`src/rtl/adc_acq_ctrl_pkg.sv`:
```
`default_nettype none

package adc_acq_ctrl_pkg;

    // one bit per state, so exactly one bit is set at any time
    typedef enum logic [16:0] {
        IDLE           = 17'h00001,
        WATCH_FOR_TRIG = 17'h00002,
        FILL_INIT1     = 17'h00004,
        FILL_INIT2     = 17'h00008,
        WAVEFORM_INIT1 = 17'h00010,
        WAVEFORM_INIT2 = 17'h00020,
        WAVEFORM_INIT3 = 17'h00040,
        RUN1           = 17'h00080,
        RUN2           = 17'h00100,
        RUN3           = 17'h00200,
        RUN4           = 17'h00400,
        WAVEFORM_TST1  = 17'h00800,
        WAVEFORM_TST2  = 17'h01000,
        CHECKSUM1      = 17'h02000,
        CHECKSUM2      = 17'h04000,
        DDR3_WAIT      = 17'h08000,
        DONE           = 17'h10000
    } acq_state_t;

    // {enable1, enable0}
    typedef logic [1:0] fill_type_t;
    localparam fill_type_t FILL_DISARMED = 2'b00;

endpackage

`default_nettype wire

```
`src/rtl/adc_acq_data_pkg.sv`:
```
`default_nettype none

package adc_acq_data_pkg;

    // one buffer word, two 12-bit samples packed in it
    typedef logic [31:0] adc_word_t;
    // four buffer words, the first one read sits in the low 32 bits
    typedef logic [127:0] adc_burst_t;
    // 1024-word circular buffer
    typedef logic [9:0] cbuf_addr_t;
    // bursts per waveform
    typedef logic [7:0] burst_cnt_t;
    typedef logic [15:0] fill_num_t;

    // tags go in the top byte of the header words
    localparam logic [7:0] FILL_HDR_TAG = 8'hf1;
    localparam logic [7:0] WFM_HDR_TAG = 8'hc5;

    // header field positions, all other bits are zero
    localparam int HDR_TAG_LSB = 120;
    // fill header: fill type above the fill number
    localparam int HDR_TYPE_LSB = 112;
    localparam int HDR_FILL_LSB = 96;
    // waveform header: trigger address above the burst total
    localparam int HDR_ADDR_LSB = 96;
    localparam int HDR_BURSTS_LSB = 80;

endpackage

`default_nettype wire

```
`src/rtl/adc_acq_out_mux.sv`:
```
`timescale 1ns/10ps
`default_nettype none

module adc_acq_out_mux (
    input  wire logic clk,
    input  wire logic adc_acq_full_reset,
    input  wire logic adc_mux_fill_hdr_sel,
    input  wire logic adc_mux_wfm_hdr_sel,
    input  wire logic adc_mux_dat_sel,
    input  wire logic adc_mux_checksum_select,
    input  wire logic adc_mux_checksum_update,
    input  wire logic adc_acq_out_valid,
    input  wire adc_acq_ctrl_pkg::fill_type_t fill_type,
    input  wire adc_acq_data_pkg::fill_num_t fill_cnt,
    input  wire adc_acq_data_pkg::cbuf_addr_t trig_addr,
    input  wire adc_acq_data_pkg::burst_cnt_t burst_total,
    input  wire adc_acq_data_pkg::adc_burst_t burst_dat,
    output adc_acq_data_pkg::adc_burst_t out_dat,
    output logic out_valid
);

    // selection held one cycle, lines up with the valid strobe
    logic fill_hdr_q;
    logic wfm_hdr_q;
    logic dat_q;
    logic checksum_q;
    logic checksum_upd_q;
    adc_acq_data_pkg::adc_burst_t checksum;
    adc_acq_data_pkg::adc_burst_t fill_hdr;
    adc_acq_data_pkg::adc_burst_t wfm_hdr;

    always_comb begin
        fill_hdr = '0;
        fill_hdr[adc_acq_data_pkg::HDR_TAG_LSB +: 8] = adc_acq_data_pkg::FILL_HDR_TAG;
        fill_hdr[adc_acq_data_pkg::HDR_TYPE_LSB +: $bits(fill_type)] = fill_type;
        fill_hdr[adc_acq_data_pkg::HDR_FILL_LSB +: $bits(fill_cnt)] = fill_cnt;
        wfm_hdr = '0;
        wfm_hdr[adc_acq_data_pkg::HDR_TAG_LSB +: 8] = adc_acq_data_pkg::WFM_HDR_TAG;
        wfm_hdr[adc_acq_data_pkg::HDR_ADDR_LSB +: $bits(trig_addr)] = trig_addr;
        wfm_hdr[adc_acq_data_pkg::HDR_BURSTS_LSB +: $bits(burst_total)] = burst_total;
    end

    always_ff @(posedge clk) begin
        if (adc_acq_full_reset) begin
            {fill_hdr_q, wfm_hdr_q, dat_q, checksum_q, checksum_upd_q} <= '0;
            out_valid <= 1'b0;
        end else begin
            fill_hdr_q <= adc_mux_fill_hdr_sel;
            wfm_hdr_q <= adc_mux_wfm_hdr_sel;
            dat_q <= adc_mux_dat_sel;
            checksum_q <= adc_mux_checksum_select;
            checksum_upd_q <= adc_mux_checksum_update;
            out_valid <= adc_acq_out_valid;
        end
    end

    always_ff @(posedge clk) begin
        // running XOR over the bursts of one fill
        if (adc_mux_fill_hdr_sel)
            checksum <= '0;
        else if (checksum_upd_q)
            checksum <= checksum ^ burst_dat;
        // word held until the next valid
        if (adc_acq_out_valid) begin
            if (fill_hdr_q)
                out_dat <= fill_hdr;
            else if (wfm_hdr_q)
                out_dat <= wfm_hdr;
            else if (dat_q)
                out_dat <= burst_dat;
            else if (checksum_q)
                out_dat <= checksum;
        end
    end

endmodule

`default_nettype wire

```
`config.mk`:
```
export PLATFORM = sky130hd
export DESIGN_NAME = adc_acq_out_mux
export DESIGN_NICKNAME = d
export VERILOG_FILES = /design/src/rtl/adc_acq_ctrl_pkg.sv /design/src/rtl/adc_acq_data_pkg.sv /design/src/rtl/adc_acq_out_mux.sv
export SDC_FILE = /design/constraint.sdc
export NUM_CORES = 1
export LEC_CHECK = 0
export ABC_AREA = 1
export BUFFER_PORTS_ARGS = -buffer_cell sky130_fd_sc_hd__buf_2
export CORE_MARGIN = 10
export CORE_UTILIZATION = 29
export CTS_BUF_LIST = sky130_fd_sc_hd__clkbuf_16
export CTS_CLUSTER_DIAMETER = 60
export DETAILED_ROUTE_END_ITERATION = 10
export PLACE_DENSITY = 0.59
export SLEW_MARGIN = 15
export SYNTH_ARGS = -nofsm -noshare
export SYNTH_HDL_FRONTEND = slang
export SYNTH_SLANG_ARGS = --single-unit
```
`constraint.sdc`:
```
create_clock -name clk -period 9.4 [get_ports clk]
set_input_delay 1.88 -clock clk [delete_from_list [all_inputs] [get_ports clk]]
set_output_delay 1.88 -clock clk [all_outputs]
set_load 0.01 [all_outputs]
```
==> impl_metrics.yaml <==
clock_network:
  cts_tree: "done"
  hold_buffers: 0
  clkTransAtPathRegs_ns: 0.05
  clkSinkCount: 262
  cts_buffer_depth: 3
  cts_setup_buffers: 0
  clockRootBuffer: "clkbuf_16"
  cts_max_level: 2
  numCtsBuffers: 34
  cts-resized-gates: 0
  clk_latency_ns: 0.52
yosys:
  ys_warn_count: 0
  syn_nets: 1589
  postSynthCellCount: 1417
  postSynthAreaPerCell_sq_um: 8.08
  synth-seq-area-share_pct: 57.0
  syn_area_sq_um: 11500
  ys_ff_latch: 262
  synthTopCellsByArea: "edfxtp_1 (34%), dfxtp_1 (23%), nand2_1 (15%)"
  yosysUniqueCellTypes: 13
  synth_top_area_share_pct: 33.6
  synth_top_cell_by_area: "edfxtp_1"
setup_path:
  crit_top_cell: "buf_4"
  cp_num_buf_inv: 2
  r2r_start: "dat_q$_SDFF_PP0_"
  startpoint: "dat_q$_SDFF_PP0_"
  crit_family: "buffers and inverters"
  startpoint_type: "flip-flop"
  slowest_delay_ns: 0.80
  arrival_ns: 3.34
  cp_cell_sequence: "buf_4, nor2_1, a21oi_4, buf_4"
  critPathRequiredTime_ns: 9.54
  cp_slowest_cell: "dfxtp_4"
  cp-end-kind: "flip-flop"
  crit_type: "reg -> reg"
  cp_max_fo: 72
cells_and_area:
  nets: 1847
  drive_gt1_share_pct: 21.2
  nFillCells: 3991
  final_area_sq_um: 14300
  area_growth_pct: 25.2
sta:
  finalSetupTns_ns: 0
  hold_violations: 0
  post-route-min-period_ns: 3.20
  max_slew.worst_pin.slew_ns: 1.12
  timing.slew.headroom_pct: 25.6
  setup_viol: 0
  max_freq_mhz: 312
  final.period_utilization_pct: 34.1
  rsz0062_at_grt: "no"
  fin_skew_ns: 0.0125
  slew_viol_final: 0
die:
  die_y_microns: 219
  fp.dieArea_sq_um: 47800
  io_pins: 301
  num_rows: 72
  initial_core_util_pct: 29.5
  core_area_sq_um: 38800
  die_x_microns: 219
power:
  p_int_w: 0.00212
  swShare_pct: 25.5
  p_per_area_nw_per_um2: 199
  pwr-share-seq_pct: 46.5
  p_leak_nw: 6.24
  switchingPower_w: 0.000727
  power.share.clock_pct: 42.8
  combPwrFrac_pct: 10.7
  ir_drop_v: 0.000146
  total_power_w: 0.00285
global_routing:
  antenna_found_initial: 6
  grt_pass1_wl_mm: 53.7
  grt_pass1_vias: 9744
  grt_max_degree: 115
  track_usage_pct: 14.0
  overflow: 0
detailed_routing:
  vias_per_cell: 4.63
  dr.pass1.iters: 7
  wirelength_mm: 34.5
  vias: 10285
  route.detailed.drc: 0
  wire_per_inst_microns: 15.5
  ant_nets: 0
  drt_iter0_drc: 686
min_path:
  hp-class: "reg -> reg"
  hp-start: "checksum[123]$_SDFFE_PP0P_"
placement:
  gp_congestion: 0.758
  port_buffers: 300
  dpl.hpwl_mm: 22.9
  dpl-instance-area_sq_um: 13300
outcome:
  status: "finished clean"
run:
  cap_violations: 0
==> layout make-up <==
class	instances	area (sq um)	area share, %
timing repair buffer	309	1570	10.9
multi-input combinational	991	4220	29.4
antenna	5	12.5	0.0873
inverter	77	297	2.07
clock buffer	37	926	6.46
clock inverter	23	131	0.916
sequential	262	6530	45.6
tap	518	648	4.52
==> worst reg2reg max path: stages, from the launching register on <==
cell and delay (ns):
dfxtp_4 0.80, buf_4 0.78, nor2_1 0.22, a21oi_4 0.19, buf_4 0.73
==> metrics by stage <==
step | cells | setup slack [ns] | hold slack [ns] | util, %
after floorplan | 1417 | 0.658 | 0.473 | -
after global placement | 2157 | 5.74 | 0.484 | 34.2
after detailed placement | 2157 | 5.71 | 0.496 | 34.2
after CTS | 2217 | 6.08 | 0.510 | 36.9
after global routing | 2222 | 5.97 | 0.532 | 36.9
final | 2222 | 6.20 | 0.503 | 36.9
==> flip-flops by register name (all words and copies together) (netlist names) <==
signal          flops
fill_hdr_q          1
checksum_q          1
checksum_upd_q      1
out_dat           128
out_valid           1
wfm_hdr_q           1
checksum          128
dat_q               1
==> cells by family after synthesis <==
logic type             share of synthesized area [%]
AND/OR/NAND/NOR                                 26.9
flip-flops                                      57.0
AO/OA/AOI/OAI                                   9.83
buffers and inverters                           6.27
==> layer usage <==
| layer | routed length (microns) | vias up | GRT usage [%] |
|---|---|---|---|
| met5 | 11 | - | 0 |
| met2 | 16600 | 309 | 23.0 |
| li1 | - | 5179 | - |
| met3 | 2490 | 61 | 3.52 |
| met1 | 14300 | 4734 | 17.0 |
| met4 | 1040 | 2 | 6.07 |
==> power by group through the flow <==
| stage | clock network (W) | registers [W] | logic (W) |
|---|---|---|---|
| finish | 0.00122 | 0.00133 | 0.000305 |
| global placement | 0 | 0.00135 | 0.000306 |
| floorplan | 0 | 0.00136 | 0.000161 |
| CTS | 0.00126 | 0.00133 | 0.000313 |
| global route | 0.00131 | 0.00133 | 0.000347 |
| detailed placement | 0 | 0.00135 | 0.000312 |
==> synthesized netlist by cell type <==
cell      number
buf_2         76
clkbuf_1       8
buf_6          1
inv_1         76
buf_1          2
a21oi_1      225
inv_2          1
nand2_1      449
edfxtp_1     128
nand3_1      160
nor2_4         1
nor2_1       156
dfxtp_1      134
==> worst paths after layout <==
path | endpoint | slack [ns] | cells after the start
max | out_dat[55]$_SDFFCE_PP0P_ | 6.20 | 4
min | checksum[123]$_SDFFE_PP0P_ | 0.50 | 2
max reg2reg | out_dat[55]$_SDFFCE_PP0P_ | 6.20 | 4
min reg2reg | checksum[123]$_SDFFE_PP0P_ | 0.50 | 2
==> cells in the final DEF, fill, tap and decap left out, drive strengths merged <==
cell type  instances
diode              5
clkinvlp           2
nand3            160
dfxtp            134
bufinv             1
clkbuf            37
inv               89
buf              309
a21oi            225
clkinv             8
edfxtp           128
nor2             157
nand2            449
Note: power is estimated with default switching activity, not from simulation.
