===== src/rtl/adc_acq_ctrl_pkg.sv =====
`default_nettype none

package adc_acq_ctrl_pkg;

    // one bit per state, so exactly one bit is set at any time
    typedef enum logic [16:0] {
        IDLE           = 17'h00001,
        WATCH_FOR_TRIG = 17'h00002,
        FILL_INIT1     = 17'h00004,
        FILL_INIT2     = 17'h00008,
        WAVEFORM_INIT1 = 17'h00010,
        WAVEFORM_INIT2 = 17'h00020,
        WAVEFORM_INIT3 = 17'h00040,
        RUN1           = 17'h00080,
        RUN2           = 17'h00100,
        RUN3           = 17'h00200,
        RUN4           = 17'h00400,
        WAVEFORM_TST1  = 17'h00800,
        WAVEFORM_TST2  = 17'h01000,
        CHECKSUM1      = 17'h02000,
        CHECKSUM2      = 17'h04000,
        DDR3_WAIT      = 17'h08000,
        DONE           = 17'h10000
    } acq_state_t;

    // {enable1, enable0}
    typedef logic [1:0] fill_type_t;
    localparam fill_type_t FILL_DISARMED = 2'b00;

endpackage

`default_nettype wire


===== src/rtl/adc_acq_sm_cbuf.sv =====
`timescale 1ns/10ps
`default_nettype none

module adc_acq_sm_cbuf (
    input  wire logic clk,
    input  wire logic adc_acq_full_reset,
    input  wire logic acq_enable0,
    input  wire logic acq_enable1,
    input  wire logic acq_trig,
    input  wire logic trig_fifo_empty,
    input  wire logic burst_cntr_zero,
    input  wire logic ddr3_wr_done,
    output adc_acq_ctrl_pkg::fill_type_t fill_type,
    output logic trig_pulse,
    output logic trig_addr_rd_en,
    output logic init_circ_buf_rd_addr,
    output logic inc_circ_buf_rd_addr,
    output logic latch_circ_buf_dat,
    output logic burst_cntr_init,
    output logic burst_cntr_en,
    output logic fill_cntr_en,
    output logic adc_mux_fill_hdr_sel,
    output logic adc_mux_wfm_hdr_sel,
    output logic adc_mux_dat_sel,
    output logic adc_mux_checksum_select,
    output logic adc_mux_checksum_update,
    output logic adc_acq_out_valid,
    output logic acq_enabled,
    output logic acq_done,
    output logic sm_idle
);

    // four flops on the enables
    logic [3:0] enable0_sync;
    logic [3:0] enable1_sync;
    // fifth trigger tap gives the edge
    logic [4:0] trig_sync;
    logic [1:0] ddr3_done_sync;
    // armed while either enable is set
    logic mode_enabled;
    adc_acq_ctrl_pkg::acq_state_t cs;
    adc_acq_ctrl_pkg::acq_state_t ns;

    always_ff @(posedge clk) begin
        if (adc_acq_full_reset) begin
            enable0_sync <= '0;
            enable1_sync <= '0;
            trig_sync <= '0;
            ddr3_done_sync <= '0;
            mode_enabled <= 1'b0;
            fill_type <= adc_acq_ctrl_pkg::FILL_DISARMED;
            trig_pulse <= 1'b0;
        end else begin
            enable0_sync <= {enable0_sync[2:0], acq_enable0};
            enable1_sync <= {enable1_sync[2:0], acq_enable1};
            trig_sync <= {trig_sync[3:0], acq_trig};
            ddr3_done_sync <= {ddr3_done_sync[0], ddr3_wr_done};
            mode_enabled <= enable0_sync[3] | enable1_sync[3];
            fill_type <= {enable1_sync[3], enable0_sync[3]};
            // rising edge at the fourth flop, passed only while armed
            trig_pulse <= trig_sync[3] & ~trig_sync[4] & mode_enabled;
        end
    end

    always_ff @(posedge clk) begin
        if (adc_acq_full_reset)
            cs <= adc_acq_ctrl_pkg::IDLE;
        else
            cs <= ns;
    end

    always_comb begin
        ns = cs;
        case (cs)
            adc_acq_ctrl_pkg::IDLE:
                if (mode_enabled)
                    ns = adc_acq_ctrl_pkg::WATCH_FOR_TRIG;
            // a queued trigger address starts the fill
            adc_acq_ctrl_pkg::WATCH_FOR_TRIG:
                if (!trig_fifo_empty)
                    ns = adc_acq_ctrl_pkg::FILL_INIT1;
            adc_acq_ctrl_pkg::FILL_INIT1:     ns = adc_acq_ctrl_pkg::FILL_INIT2;
            adc_acq_ctrl_pkg::FILL_INIT2:     ns = adc_acq_ctrl_pkg::WAVEFORM_INIT1;
            adc_acq_ctrl_pkg::WAVEFORM_INIT1: ns = adc_acq_ctrl_pkg::WAVEFORM_INIT2;
            adc_acq_ctrl_pkg::WAVEFORM_INIT2: ns = adc_acq_ctrl_pkg::WAVEFORM_INIT3;
            adc_acq_ctrl_pkg::WAVEFORM_INIT3: ns = adc_acq_ctrl_pkg::RUN1;
            // one buffer word per RUN state
            adc_acq_ctrl_pkg::RUN1:           ns = adc_acq_ctrl_pkg::RUN2;
            adc_acq_ctrl_pkg::RUN2:           ns = adc_acq_ctrl_pkg::RUN3;
            adc_acq_ctrl_pkg::RUN3:           ns = adc_acq_ctrl_pkg::RUN4;
            adc_acq_ctrl_pkg::RUN4:
                if (burst_cntr_zero)
                    ns = adc_acq_ctrl_pkg::WAVEFORM_TST1;
                else
                    ns = adc_acq_ctrl_pkg::RUN1;
            adc_acq_ctrl_pkg::WAVEFORM_TST1:  ns = adc_acq_ctrl_pkg::WAVEFORM_TST2;
            // single waveform per trigger, straight on to the checksum
            adc_acq_ctrl_pkg::WAVEFORM_TST2:  ns = adc_acq_ctrl_pkg::CHECKSUM1;
            adc_acq_ctrl_pkg::CHECKSUM1:      ns = adc_acq_ctrl_pkg::CHECKSUM2;
            adc_acq_ctrl_pkg::CHECKSUM2:      ns = adc_acq_ctrl_pkg::DDR3_WAIT;
            adc_acq_ctrl_pkg::DDR3_WAIT:
                if (ddr3_done_sync[1])
                    ns = adc_acq_ctrl_pkg::DONE;
            // hold here while the trigger stays high, no false retrigger
            adc_acq_ctrl_pkg::DONE:
                if (!(mode_enabled && trig_sync[3]))
                    ns = adc_acq_ctrl_pkg::IDLE;
            default:                          ns = adc_acq_ctrl_pkg::IDLE;
        endcase
    end

    // strobes come from ns, so each is high while its state is current
    always_ff @(posedge clk) begin
        if (adc_acq_full_reset) begin
            {trig_addr_rd_en, init_circ_buf_rd_addr, inc_circ_buf_rd_addr} <= '0;
            {latch_circ_buf_dat, burst_cntr_init, burst_cntr_en, fill_cntr_en} <= '0;
            {adc_mux_fill_hdr_sel, adc_mux_wfm_hdr_sel, adc_mux_dat_sel} <= '0;
            {adc_mux_checksum_select, adc_mux_checksum_update} <= '0;
            {adc_acq_out_valid, acq_enabled, acq_done} <= '0;
            sm_idle <= 1'b1;
        end else begin
            sm_idle <= (ns == adc_acq_ctrl_pkg::IDLE);
            // low while idle or waiting, DDR3 may be read then
            acq_enabled <= !(ns inside {adc_acq_ctrl_pkg::IDLE,
                                        adc_acq_ctrl_pkg::WATCH_FOR_TRIG});
            adc_mux_fill_hdr_sel <= (ns == adc_acq_ctrl_pkg::FILL_INIT1);
            // pop the FWFT head into the read counter
            trig_addr_rd_en <= (ns == adc_acq_ctrl_pkg::WAVEFORM_INIT1);
            init_circ_buf_rd_addr <= (ns == adc_acq_ctrl_pkg::WAVEFORM_INIT1);
            burst_cntr_init <= (ns == adc_acq_ctrl_pkg::WAVEFORM_INIT2);
            adc_mux_wfm_hdr_sel <= (ns == adc_acq_ctrl_pkg::WAVEFORM_INIT2);
            // increment in WAVEFORM_INIT3 primes the read one word ahead
            inc_circ_buf_rd_addr <= ns inside {adc_acq_ctrl_pkg::WAVEFORM_INIT3,
                adc_acq_ctrl_pkg::RUN1, adc_acq_ctrl_pkg::RUN2,
                adc_acq_ctrl_pkg::RUN3, adc_acq_ctrl_pkg::RUN4};
            latch_circ_buf_dat <= ns inside {adc_acq_ctrl_pkg::RUN1, adc_acq_ctrl_pkg::RUN2,
                adc_acq_ctrl_pkg::RUN3, adc_acq_ctrl_pkg::RUN4};
            burst_cntr_en <= (ns == adc_acq_ctrl_pkg::RUN1);
            adc_mux_dat_sel <= (ns == adc_acq_ctrl_pkg::RUN3);
            adc_mux_checksum_update <= (ns == adc_acq_ctrl_pkg::RUN3);
            // one valid per header, burst and checksum
            adc_acq_out_valid <= ns inside {adc_acq_ctrl_pkg::FILL_INIT2,
                adc_acq_ctrl_pkg::WAVEFORM_INIT3, adc_acq_ctrl_pkg::RUN4,
                adc_acq_ctrl_pkg::CHECKSUM2};
            adc_mux_checksum_select <= (ns == adc_acq_ctrl_pkg::CHECKSUM1);
            fill_cntr_en <= (ns == adc_acq_ctrl_pkg::CHECKSUM2);
            // pulse on entry only, DONE may last while the trigger is held
            acq_done <= (ns == adc_acq_ctrl_pkg::DONE) && (cs != adc_acq_ctrl_pkg::DONE);
        end
    end

    // state register never holds zero or several states
    a_state_onehot: assert property (@(posedge clk) disable iff (adc_acq_full_reset)
        $onehot(cs));

    // mux source is settled one cycle before each valid word
    a_valid_sel_apart: assert property (@(posedge clk) disable iff (adc_acq_full_reset)
        adc_acq_out_valid |-> !(adc_mux_fill_hdr_sel || adc_mux_wfm_hdr_sel ||
                                adc_mux_dat_sel || adc_mux_checksum_select));

endmodule

`default_nettype wire


===== config.mk =====
export PLATFORM = sky130hd
export DESIGN_NAME = adc_acq_sm_cbuf
export DESIGN_NICKNAME = d
export VERILOG_FILES = /design/src/rtl/adc_acq_ctrl_pkg.sv /design/src/rtl/adc_acq_sm_cbuf.sv
export SDC_FILE = /design/constraint.sdc
export NUM_CORES = 1
export LEC_CHECK = 0
export ABC_CLOCK_PERIOD_IN_PS = 1600
export BUFFER_PORTS_ARGS = -buffer_cell sky130_fd_sc_hd__clkbuf_2
export CORE_AREA = 2 2 75 77
export CTS_BUF_LIST = sky130_fd_sc_hd__clkbuf_8
export CTS_CLUSTER_DIAMETER = 50
export DETAILED_ROUTE_END_ITERATION = 8
export DIE_AREA = 0 0 77 79
export PLACE_DENSITY_LB_ADDON = 0.3
export SYNTH_ARGS = -nofsm -noshare
export SYNTH_HDL_FRONTEND = slang
export SYNTH_SLANG_ARGS = --single-unit

===== constraint.sdc =====
create_clock -name clk -period 1.6 [get_ports clk]
set_input_delay 0.24 -clock clk [delete_from_list [all_inputs] [get_ports clk]]
set_output_delay 0.24 -clock clk [all_outputs]
set_load 0.05 [all_outputs]

==> results_dict.tcl <==
set metrics [dict create \
    critPathRequiredTime_ns 1.85 \
    die_w_um 77 \
    ant_nets 0 \
    core-area_um2 5338 \
    rows 27 \
    criticalPathCategory "reg -> reg" \
    cts.sink_count 49 \
    arrival_ns 1.89 \
    drive_above_1_share_pct 48.29 \
    critPathMaxStageDelay_ns 0.37 \
    layout_setup_ws_ns -0.04370 \
    vdd_drop_max_v 0.0004009 \
    grt-ovfl-total 0 \
    fin_nets 270 \
    yosys_warnings 0 \
    finalCritPeriodShare_pct 102.7 \
    avgSynthCellArea_um2 10.12 \
    cts_tree "done" \
    min_from "acq_enable1" \
    antenna_found_initial 0 \
    ys_seq_elements 49 \
    critPathTopFamily "simple AND/OR/NAND/NOR gates" \
    grt_pass1_wl_um 6893 \
    rsz0062_at_grt "yes" \
    cts_made_buffers 5 \
    dpl_cell_area_um2 2491 \
    synth_cell_type_count 47 \
    totalWireLength_um 4300 \
    hold_viol 0 \
    area_growth_pct 35.99 \
    hold_end "enable1_sync[0]" \
    status "complete, but fails checks" \
    crit_path_end_kind "flip-flop" \
    numPortBuffers 26 \
    holdCritPathClass "in -> reg" \
    antenna_cells 0 \
    powerDensity_nw_per_um2 936.1 \
    rr_worst_depth 6 \
    io_pins 27 \
    syn_inst 202 \
    path_buf_inv 1 \
    grt_pass1_vias 1501 \
    grt_max_degree 32 \
    drc 0 \
    place.gp.congestion 0.8465 \
    critPathSlowestCell "dfxtp_4" \
    r2r_start "cs[10]" \
    drt_iter0_drc 73 \
    initial_core_util_pct 38.30 \
    cts_buffer_depth 2 \
    p_leak_nw 1.156 \
    grt.total_usage_pct 14.60 \
    maxCapViolCount 0 \
    h-tree-depth 2 \
    fillers 519 \
    grt.met1_usage_pct 18.71 \
    vias 1616 \
    reg2reg_to "inc_circ_buf_rd_addr" \
    max_slew_margin_pct 74.13 \
    final_cell_mix "buf_4 (43), dfxtp_1 (38), clkbuf_2 (26)" \
    root_buffer "clkbuf_8" \
    violations "setup timing" \
    fin_crit_ns 1.644 \
    dieHeight_um 79 \
    insertion_delay_ns 0.31 \
    wl_per_cell_um 12.84 \
    netlist_area_um2 2044 \
    critical_path.max_fanout 3 \
    setup_viol 7 \
    max_freq_mhz 608.4 \
    worstSetupStartpointType "flip-flop" \
    clk_pin_slew_ns 0.10 \
    fin_skew_ns 0.009021 \
    dp_hpwl_um 3080 \
    die-area_um2 6083 \
    ys_seq_area_share_pct 47.98 \
    holdPathStages 2 \
    pre_cts_slack_ns -0.1048 \
    dp_cells 324 \
    avgViaCountPerCell 4.824 \
    worst_pin_slew_ns 0.3849 \
    dr.pass1.iters 4 \
    r2r_slack_ns -0.04 \
    top_usage_layer "met2" \
    final_common_cell "buf_4" \
    grtUsageMet2_pct 23.77 \
    use_met3_pct 2.841 \
    crit_chain "nor4_4 > buf_4 > nand4_4 > nand2b_4 > or3b_4 > a21oi_2" \
    startpoint "cs[10]" \
    finalMaxSlewViolations 0 \
    final_area_um2 2780 \
    stdcell_count 335 \
    syn-num-nets 210 \
]
## cell usage after synthesis, drive strengths merged
master | n | area share, %
a2111oi | 3 | 2.2
a211oi | 2 | 0.73
a21o | 3 | 1.1
a21oi | 5 | 1.2
a22oi | 1 | 0.37
a311oi | 2 | 0.86
a31oi | 2 | 1.3
and2 | 1 | 0.31
and3 | 1 | 0.31
and3b | 4 | 1.7
and4b | 2 | 0.98
buf | 12 | 3.5
clkbuf | 6 | 1.1
dfxtp | 49 | 48
inv | 5 | 0.92
mux2i | 1 | 0.49
nand2 | 8 | 1.5
nand2b | 2 | 0.98
nand3 | 6 | 1.7
nand4 | 4 | 2.0
nand4b | 1 | 0.43
nor2 | 18 | 3.4
nor2b | 19 | 5.8
nor3 | 7 | 2.3
nor3b | 1 | 0.37
nor4 | 13 | 6.5
nor4b | 7 | 3.6
o211ai | 1 | 0.37
o22ai | 1 | 0.31
or2 | 1 | 0.31
or3 | 5 | 1.5
or3b | 1 | 0.43
or4 | 1 | 0.37
xnor2 | 5 | 2.1
xor2 | 2 | 0.86
## per-stage QoR
step / utilization [%] / power (mW) / hold WS, ns / TNS [ns]
floorplan: - / 1.609 / 0.3170 / -0.2062
global placement: 46.67 / 1.776 / 0.3843 / -0.5893
detailed placement: 46.67 / 1.774 / 0.3857 / -0.5039
CTS: 49.81 / 2.584 / 0.1228 / -0.2192
global route: 52.09 / 2.731 / 0.1190 / -1.423
finish: 52.09 / 2.603 / 0.1332 / -0.1631
## worst max path at each step
| stage | end | slack [ns] | cells past startpoint |
|---|---|---|---|
| after floorplan | adc_mux_checksum_update | -0.05 | 5 |
| after global placement | acq_enabled | -0.08 | 6 |
| after detailed placement | cs[10] | -0.10 | 5 |
| after CTS | cs[10] | -0.05 | 4 |
| after global routing | acq_enabled | -0.17 | 6 |
| final | inc_circ_buf_rd_addr | -0.04 | 6 |
## registers in the layout, summed over array words and instances, names as in the netlist, 2 cells and up
register and cells:
cs 17, enable1_sync 4, enable0_sync 4, fill_type 2, ddr3_done_sync 2, trig_sync 5
## power breakdown
group	internal, mW	total (mW)	switching (mW)
clock	0.330	0.782	0.452
combinational	0.247	0.545	0.297
sequential	1.26	1.28	0.0208
total	1.83	2.60	0.770
## cell type report
class                           count  area (um^2)  area share, %
Timing Repair Buffer               71        475.5          17.10
Clock inverter                      3        28.78          1.035
Multi-Input combinational cell    130         1099          39.51
Sequential cell                    49        999.7          35.96
Inverter                            5        18.77         0.6751
Tap cell                           72        90.09          3.240
Clock buffer                        5        68.82          2.475
## what timing repair did
item	in CTS	in global routing
endpoints found under the setup margin	12	19
pin swaps	4	14
resized for setup	16	23
hold buffers	0	0
setup buffers	1	2
hold endpoints to repair	0	0
## layer usage
metal  vias to the layer above  routed length [um]  part of all wire (%)
met5                         -                   0                     0
li1                        830                   -                     -
met4                         0                  79                   1.8
met2                        34                2002                    47
met1                       746                2074                    48
met3                         6                 143                   3.3
## worst register-to-register path: cells and delay by family, from the launching register on
kind | cells | cell delay (ns)
DFF | 1 | 0.37
AOI/OAI and AO/OA | 1 | 0.11
buffers and inverters | 1 | 0.18
and+or+nand+nor | 4 | 0.92
## cells by family (layout without fill, tap and decap cells)
group / count (synthesis) / in the layout / share of synthesized area (%)
compound gates: 20 / 20 / 8.507
xor+xnor: 7 / 7 / 2.999
buf+inv: 23 / 84 / 5.569
flops: 49 / 49 / 47.98
mux: 1 / 1 / 0.4896
simple gates: 102 / 102 / 34.46
No activity file was read; power rests on OpenSTA's default activity.
