<file path="config.mk">
export PLATFORM = sky130hd
export DESIGN_NAME = adc_acq_counters
export DESIGN_NICKNAME = d
export VERILOG_FILES = /design/src/rtl/adc_acq_ctrl_pkg.sv /design/src/rtl/adc_acq_data_pkg.sv /design/src/rtl/adc_acq_counters.sv
export SDC_FILE = /design/constraint.sdc
export NUM_CORES = 1
export LEC_CHECK = 0
export CAP_MARGIN = 20
export CORE_UTILIZATION = 35
export CTS_CLUSTER_SIZE = 40
export DETAILED_ROUTE_END_ITERATION = 10
export DONT_BUFFER_PORTS = 1
export GPL_TIMING_DRIVEN = 0
export SYNTH_ARGS = -nofsm -noshare
export SYNTH_HDL_FRONTEND = slang
export SYNTH_SLANG_ARGS = --single-unit
</file>
<file path="constraint.sdc">
create_clock -name clk -period 1.45 [get_ports clk]
set_input_delay 0.145 -clock clk [delete_from_list [all_inputs] [get_ports clk]]
set_output_delay 0.145 -clock clk [all_outputs]
set_load 0.01 [all_outputs]
</file>
<file path="src/rtl/adc_acq_ctrl_pkg.sv">
`default_nettype none

package adc_acq_ctrl_pkg;

    // one bit per state, so exactly one bit is set at any time
    typedef enum logic [16:0] {
        IDLE           = 17'h00001,
        WATCH_FOR_TRIG = 17'h00002,
        FILL_INIT1     = 17'h00004,
        FILL_INIT2     = 17'h00008,
        WAVEFORM_INIT1 = 17'h00010,
        WAVEFORM_INIT2 = 17'h00020,
        WAVEFORM_INIT3 = 17'h00040,
        RUN1           = 17'h00080,
        RUN2           = 17'h00100,
        RUN3           = 17'h00200,
        RUN4           = 17'h00400,
        WAVEFORM_TST1  = 17'h00800,
        WAVEFORM_TST2  = 17'h01000,
        CHECKSUM1      = 17'h02000,
        CHECKSUM2      = 17'h04000,
        DDR3_WAIT      = 17'h08000,
        DONE           = 17'h10000
    } acq_state_t;

    // {enable1, enable0}
    typedef logic [1:0] fill_type_t;
    localparam fill_type_t FILL_DISARMED = 2'b00;

endpackage

`default_nettype wire

</file>
<file path="src/rtl/adc_acq_data_pkg.sv">
`default_nettype none

package adc_acq_data_pkg;

    // one buffer word, two 12-bit samples packed in it
    typedef logic [31:0] adc_word_t;
    // four buffer words, the first one read sits in the low 32 bits
    typedef logic [127:0] adc_burst_t;
    // 1024-word circular buffer
    typedef logic [9:0] cbuf_addr_t;
    // bursts per waveform
    typedef logic [7:0] burst_cnt_t;
    typedef logic [15:0] fill_num_t;

    // tags go in the top byte of the header words
    localparam logic [7:0] FILL_HDR_TAG = 8'hf1;
    localparam logic [7:0] WFM_HDR_TAG = 8'hc5;

    // header field positions, all other bits are zero
    localparam int HDR_TAG_LSB = 120;
    // fill header: fill type above the fill number
    localparam int HDR_TYPE_LSB = 112;
    localparam int HDR_FILL_LSB = 96;
    // waveform header: trigger address above the burst total
    localparam int HDR_ADDR_LSB = 96;
    localparam int HDR_BURSTS_LSB = 80;

endpackage

`default_nettype wire

</file>
<file path="src/rtl/adc_acq_counters.sv">
`timescale 1ns/10ps
`default_nettype none

module adc_acq_counters #(
    parameter int BURSTS_TYPE1 = 2,
    parameter int BURSTS_TYPE2 = 4,
    parameter int BURSTS_TYPE3 = 8
) (
    input  wire logic clk,
    input  wire logic adc_acq_full_reset,
    input  wire adc_acq_ctrl_pkg::fill_type_t fill_type,
    input  wire logic burst_cntr_init,
    input  wire logic burst_cntr_en,
    input  wire logic fill_cntr_en,
    output logic burst_cntr_zero,
    output adc_acq_data_pkg::burst_cnt_t burst_total,
    output adc_acq_data_pkg::fill_num_t fill_cnt
);

    adc_acq_data_pkg::burst_cnt_t burst_cnt;
    adc_acq_data_pkg::burst_cnt_t burst_load;

    // burst count per fill type
    always_comb begin
        case (fill_type)
            2'd1:    burst_load = adc_acq_data_pkg::burst_cnt_t'(BURSTS_TYPE1);
            2'd2:    burst_load = adc_acq_data_pkg::burst_cnt_t'(BURSTS_TYPE2);
            2'd3:    burst_load = adc_acq_data_pkg::burst_cnt_t'(BURSTS_TYPE3);
            default: burst_load = '0;
        endcase
    end

    // zero once the last burst has been counted down
    assign burst_cntr_zero = (burst_cnt == '0);

    always_ff @(posedge clk) begin
        if (adc_acq_full_reset) begin
            burst_cnt <= '0;
            burst_total <= '0;
            fill_cnt <= '0;
        end else begin
            // total kept for the waveform header
            if (burst_cntr_init) begin
                burst_cnt <= burst_load;
                burst_total <= burst_load;
            end else if (burst_cntr_en) begin
                burst_cnt <= burst_cnt - 1'b1;
            end
            if (fill_cntr_en)
                fill_cnt <= fill_cnt + 1'b1;
        end
    end

    // a fill only starts while armed
    a_init_armed: assert property (@(posedge clk) disable iff (adc_acq_full_reset)
        burst_cntr_init |-> fill_type != adc_acq_ctrl_pkg::FILL_DISARMED);

endmodule

`default_nettype wire

</file>
==> impl_metrics.ini, run 1 <==
[clocking]
clk_pin_slew_worst_paths_ns = 0.14
htreeDepth = 1
clk_path_buf_depth = 2
cts_tree = built
ctsRootBufferMaster = sky130_fd_sc_hd__clkbuf_4
clock_latency_reported_for_the_late_side_of_the_worst_skew_pair_ns = 0.32
clkSinkCount = 27
tritoncts.num_buffers = 3

[min_path]
number_of_instances_on_the_worst_hold_path = 2
classification_of_the_worst_slack_hold_path = in -> reg
min_from = fill_type[1]
holdPathEnd = burst_cnt[1]$_SDFFE_PP0P_

[floorplanning]
floorplan.io_pins = 32
die_area_um2 = 3910
floorplan.die.height_um = 62.5
floorplan.core_area_um2 = 3420
fp.dieW_um = 62.5
placement_rows = 21
initial_core_util = 0.375

[synthesis]
async_reset_ff_frac = 0
postSynthRegisterBits = 27
synth_area_in_compound_gates = 0.0625
synth_edf_count = 0
synthesized_area_fraction_occupied_by_adder_cells = 0.0293
post_synth_and_or_nand_nor_area_fraction = 0.272
netlist_area_pre_place_um2 = 1280
synth_top_family_by_area = simple AND/OR/NAND/NOR gates
mux_contribution_to_synthesized_area = 0.0254
synth_sequential_area_ratio = 0.422
synth_top_flop_cell = sky130_fd_sc_hd__dfxtp_1
number_of_distinct_standard_cells_referenced_by_the_synthesized_netlist = 34
ys_top_cells_by_area = sky130_fd_sc_hd__dfxtp_1, sky130_fd_sc_hd__xnor2_1, sky130_fd_sc_hd__nor2_1
synth_top_area_frac = 0.422
synth_cells = 146
ys_warn_count = 0
synthXorXnorAreaFrac = 0.109
synthesized_area_per_cell_um2 = 8.78
synth_top_area_cell = sky130_fd_sc_hd__dfxtp_1

[grt]
globalRoute.totalOverflow = 0
number_of_antenna_violations_at_the_first_check_in_global_routing = 0
via_count_of_the_first_global_routing_pass = 1016
pin_count_of_the_biggest_net_entering_global_routing = 15
grt_first_pass_wirelength_um = 4510
tot_gr_track_use = 0.142

[status]
run_status = finished, violations left
violated_checks = setup timing

[finish]
fill_cells = 327
area_overhead_of_the_layout_relative_to_synthesis_pct = 27.1
final_layout_size_suffix_gt1_frac = 0.305
final_cells = 213
n_antenna_cell = 0
final_net_count = 178

[setup_path]
worst-path-max-fanout = 2
critical-path-slowest-cell = sky130_fd_sc_hd__or4_4
crit_arrival_ns = 1.50
ff_to_ff_setup_slack_ns = -0.02
reg_to_reg_critical_path_startpoint = fill_cnt[0]$_SDFFE_PP0P_
critical_path_depth = 2
crit_type = reg -> out
setup.worst_path.end_class = output port
required_worst_endpoint_ns = 1.31
cp.buffers_inverters = 0
worstRegToRegCells = 5
critPathTopFamily = simple AND/OR/NAND/NOR gates
max_stage_delay_ns = 0.55
crit_start_category = flip-flop
crit-reg2reg-capture = fill_cnt[14]$_SDFFE_PP0P_
timing.critical_path.cells = or4_4 -> nor4b_4

[power_and_ir_drop]
power_leakage_nw = 0.633
intPower_uw = 963
power.density_cell_area_nw_per_um2 = 802
ir_drop_uv = 364
seqPwrFrac = 0.608
clock_power_share = 0.250
switchingPower_uw = 343
total_power_mw = 1.31
combPwrFrac = 0.142
power.switching_fraction = 0.263

[route]
routed_wl_um = 2760
route.detailed.drc = 0
drt_iter0_drcs = 31
post_drt_wl_per_cell_um = 12.9
antenna_violating_nets_post_route = 0
number_of_optimization_iterations_in_the_first_detailed_route_pass = 3
route.detailed.vias_per_inst = 4.94
num_vias = 1053

[place]
place.detailed.hpwl_um = 1840
gp_congestion = 0.772
io_buffer_count = 0
numPlacedInstances = 196

[sta]
worst_clock_skew_ns = 0.00103
setup_repair_after_global_routing_missed_its_margin = yes
layout_worst_path_cycle_share = 1.14
layout_min_cycle_time_ns = 1.65
final-max-slew-violation-count = 0
finalSetupViolations = 2
fmax_mhz = 607
fin_ws_ns = -0.197
hold_viol_final = 0

[flow_run]
timing.max_cap.violations = 0
-- cells by family (layout without fill, tap and decap cells) --
kind of cell	after synthesis	count (layout)
fa+ha+maj	3	3
mux	3	3
simple gates	67	67
buf+inv	16	33
compound gates	13	13
other cells	1	5
xor+xnor	16	16
flops	27	27
-- cells in the final DEF (no fill, tap or decap), types with 4 or more instances in the layout --
cell	instances
sky130_fd_sc_hd__nand4_1	4
sky130_fd_sc_hd__xor2_1	7
sky130_fd_sc_hd__a21oi_1	7
sky130_fd_sc_hd__dfxtp_4	7
sky130_fd_sc_hd__dlygate4sd3_1	4
sky130_fd_sc_hd__nand2_1	10
sky130_fd_sc_hd__dfxtp_2	8
sky130_fd_sc_hd__xnor2_1	9
sky130_fd_sc_hd__buf_4	15
sky130_fd_sc_hd__conb_1	5
sky130_fd_sc_hd__nor2_1	19
sky130_fd_sc_hd__dfxtp_1	12
sky130_fd_sc_hd__inv_1	5
sky130_fd_sc_hd__clkbuf_1	5
sky130_fd_sc_hd__nor3_1	8
-- power by group through the flow --
stage | combinational, mW | sequential [mW] | clock [mW]
detailed placement | 0.146 | 0.816 | 0
floorplan | 0.124 | 0.809 | 0
CTS | 0.182 | 0.792 | 0.335
global placement | 0.141 | 0.814 | 0
finish | 0.186 | 0.794 | 0.327
global route | 0.205 | 0.798 | 0.366
-- final cells by class --
type | count | area (µm²) | share of cell area
flip-flops and latches | 27 | 577 | 0.354
repair buffers | 14 | 115 | 0.0707
plain buffers | 10 | 67.6 | 0.0415
well taps | 46 | 57.6 | 0.0353
multi-input cells | 107 | 767 | 0.471
inverters | 5 | 18.8 | 0.0115
clock buffers | 4 | 26.3 | 0.0161
-- how the worst max path moves through the flow --
| stage | from | to | slack, ns |
|---|---|---|---|
| 6_report | burst_cnt[6]$_SDFFE_PP0P_ | burst_cntr_zero | -0.20 |
| 5_1_grt | burst_cnt[6]$_SDFFE_PP0P_ | burst_cntr_zero | -0.27 |
| 4_1_cts | burst_cnt[6]$_SDFFE_PP0P_ | burst_cntr_zero | -0.21 |
| 3_5_place_dp | fill_cnt[2]$_SDFFE_PP0P_ | fill_cnt[15]$_SDFFE_PP0P_ | -0.13 |
| 3_3_place_gp | fill_cnt[4]$_SDFFE_PP0P_ | fill_cnt[15]$_SDFFE_PP0P_ | -0.13 |
| 2_1_floorplan | fill_cnt[5]$_SDFFE_PP0P_ | fill_cnt[15]$_SDFFE_PP0P_ | 0.007 |
-- metal layers --
metal	vias up	GRT usage	part of all wire	routed length (µm)
met5	-	0	0	0
met4	0	0.0523	0.015	40
met1	495	0.165	0.45	1240
li1	537	-	-	-
met2	16	0.251	0.49	1360
met3	5	0.0347	0.041	112
-- per-stage QoR --
| step | setup WS, ns | cell area, µm² | util | hold slack, ns | setup TNS [ns] |
|---|---|---|---|---|---|
| 3_3_place_gp | -0.134 | 1400 | 0.408 | 0.288 | -0.250 |
| 6_report | -0.197 | 1630 | 0.477 | 0.0178 | -0.219 |
| 2_1_floorplan | 0.00707 | 1340 | - | 0.281 | 0 |
| 4_1_cts | -0.211 | 1590 | 0.464 | 0.00868 | -0.246 |
| 5_1_grt | -0.265 | 1630 | 0.477 | 0.0131 | -0.365 |
| 3_5_place_dp | -0.132 | 1400 | 0.408 | 0.315 | -0.262 |
-- registers in the layout (all words and copies together) (netlist names) --
| name | cells |
|---|---|
| burst_total | 3 |
| burst_cnt | 8 |
| fill_cnt | 16 |
-- cell usage after synthesis, drive strengths merged, types with 3 or more instances --
cell    instances
nor4b           3
dfxtp          27
a21oi           8
and3            3
nand3b          3
nor2           20
nand2          12
nor3            8
xor2            7
inv             5
xnor2           9
clkbuf          4
ha              3
nand4           4
buf             7
nand3           4
-- repair_timing --
item	CTS	global route
endpoints found under the hold margin	6	0
hold buffers	4	0
endpoints found under the setup margin	5	11
pin swaps	5	6
setup buffers	7	3
gates cloned	0	0
gates resized for setup	22	7
Note: power is estimated with default switching activity, not from simulation.
==> run 2, diff against run 1 <==
==> constraint.sdc (replaced) <==
create_clock -name clk -period 1.45 [get_ports clk]
set_input_delay 0.3625 -clock clk [delete_from_list [all_inputs] [get_ports clk]]
set_output_delay 0.3625 -clock clk [all_outputs]
set_load 0.01 [all_outputs]
==> run 2 against run 1 <==
Net effect:
- the flow still finishes with violations (setup timing)
- core utilization shrank 1.4 points
- clock-buffer cell count stayed put
- fmax is 12% lower
- power down 1.4%
- global-route usage down 0.51 points
- highest routed layer unchanged
==> impl_metrics.ini, run 2 (same netlist as run 1, synthesis figures left out) <==
[status]
run_status = finished, violations left
violated_checks = setup timing

[sta]
fin_ws_ns = -0.415
finalSetupViolations = 2
final-max-slew-violation-count = 0
worst_hold_slack_ns = 0.163
layout_worst_path_cycle_share = 1.29
max-slew-margin-rel = 0.633
setup_repair_after_global_routing_missed_its_margin = yes
fmax_mhz = 536
layout_min_cycle_time_ns = 1.86
hold_viol_final = 0
worst_clock_skew_ns = 0.0123
tightest_slew_ns = 0.550

[place]
place.detailed.hpwl_um = 1840
gp_congestion = 0.770
numPlacedInstances = 196
post_dp_cell_area_um2 = 1410
io_buffer_count = 0

[setup_path]
crit_start_category = flip-flop
ff_to_ff_setup_slack_ns = -0.01
worst-path-max-fanout = 2
critical-path-slowest-cell = sky130_fd_sc_hd__or4_4
setup.worst_path.end_class = output port
crit_arrival_ns = 1.50
cp.buffers_inverters = 0
max_stage_delay_ns = 0.55
critPathTopFamily = simple AND/OR/NAND/NOR gates
timing.critical_path.cells = or4_4 -> nor4b_4
crit_type = reg -> out
worstRegToRegCells = 5
critical_path_depth = 2
required_worst_endpoint_ns = 1.09

[floorplanning]
floorplan.core_area_um2 = 3420
fp.dieW_um = 62.5
floorplan.io_pins = 32
die_area_um2 = 3910
floorplan.die.height_um = 62.5
placement_rows = 21
initial_core_util = 0.375

[clocking]
ctsRootBufferMaster = sky130_fd_sc_hd__clkbuf_4
clk_pin_slew_worst_paths_ns = 0.15
tritoncts.num_buffers = 3
clkSinkCount = 27
clock_latency_reported_for_the_late_side_of_the_worst_skew_pair_ns = 0.33
cts_tree = built
htreeDepth = 1
clk_path_buf_depth = 2

[route]
post_drt_wl_per_cell_um = 12.6
num_vias = 1058
number_of_optimization_iterations_in_the_first_detailed_route_pass = 4
drt_iter0_drcs = 25
route.detailed.vias_per_inst = 5.09
antenna_violating_nets_post_route = 0
routed_wl_um = 2630
route.detailed.drc = 0

[finish]
layout_common_cells = sky130_fd_sc_hd__nor2_1, sky130_fd_sc_hd__buf_4, sky130_fd_sc_hd__dfxtp_1
area_overhead_of_the_layout_relative_to_synthesis_pct = 23.5
n_antenna_cell = 0
final_net_count = 173
final_layout_size_suffix_gt1_frac = 0.309
registers.top_by_ff_count = fill_cnt
mostFrequentLayoutCell = sky130_fd_sc_hd__nor2_1
flip_flop_count_of_the_largest_register_all_copies_and_words_added = 16
final_design_area_no_fill_um2 = 1580
final_cells = 208
top_regs = fill_cnt x16, burst_cnt x8, burst_total x3

[grt]
tot_gr_track_use = 0.137
via_count_of_the_first_global_routing_pass = 1027
globalRoute.totalOverflow = 0
pin_count_of_the_biggest_net_entering_global_routing = 15
grt_first_pass_wirelength_um = 4420
number_of_antenna_violations_at_the_first_check_in_global_routing = 0

[flow_run]
timing.max_cap.violations = 0

[min_path]
number_of_instances_on_the_worst_hold_path = 2
classification_of_the_worst_slack_hold_path = in -> reg

[power_and_ir_drop]
power.density_cell_area_nw_per_um2 = 814
power_leakage_nw = 0.613
ir_drop_uv = 318
[run 2: path summary, 6_finish.rpt]
path                                from                          end
max            burst_cnt[6]$_SDFFE_PP0P_              burst_cntr_zero
max reg2reg     fill_cnt[0]$_SDFFE_PP0P_    fill_cnt[14]$_SDFFE_PP0P_
min                         fill_cntr_en     fill_cnt[0]$_SDFFE_PP0P_
min reg2reg  burst_total[1]$_SDFFE_PP0P_  burst_total[1]$_SDFFE_PP0P_
[run 2: routing by layer]
metal	global-route usage	wire, µm
met4	0.0523	32
met5	0	0
met3	0.0347	158
met2	0.235	1280
met1	0.163	1160
[run 2: where the power goes]
group | internal [mW] | switching (mW)
sequential | 0.756 | 0.0388
clock | 0.108 | 0.226
combinational | 0.0814 | 0.0780
total | 0.945 | 0.343
[run 2: timing repair]
action / 4_1_cts / 5_1_grt
setup buffers: 3 / 6
resized for setup: 18 / 10
cloned: 0 / 0
setup endpoints to repair: 4 / 10
hold buffers: 0 / 0
pin swaps: 3 / 7
[run 2: metrics by stage]
stage	util	total power, mW	setup slack [ns]	setup TNS, ns
detailed placement	0.412	0.974	-0.146	-0.353
global placement	0.412	0.968	-0.130	-0.298
floorplan	-	0.946	-0.0197	-0.0197
finish	0.463	1.29	-0.415	-0.427
global route	0.463	1.35	-0.481	-0.653
CTS	0.442	1.29	-0.437	-0.458
[run 2: layout make-up]
class	count	area, µm²
inverters	5	18.8
multi-input cells	107	767
fillers	335	1830
clock buffers	4	26.3
well taps	46	57.6
plain buffers	10	67.6
repair buffers	9	67.6
flip-flops and latches	27	578
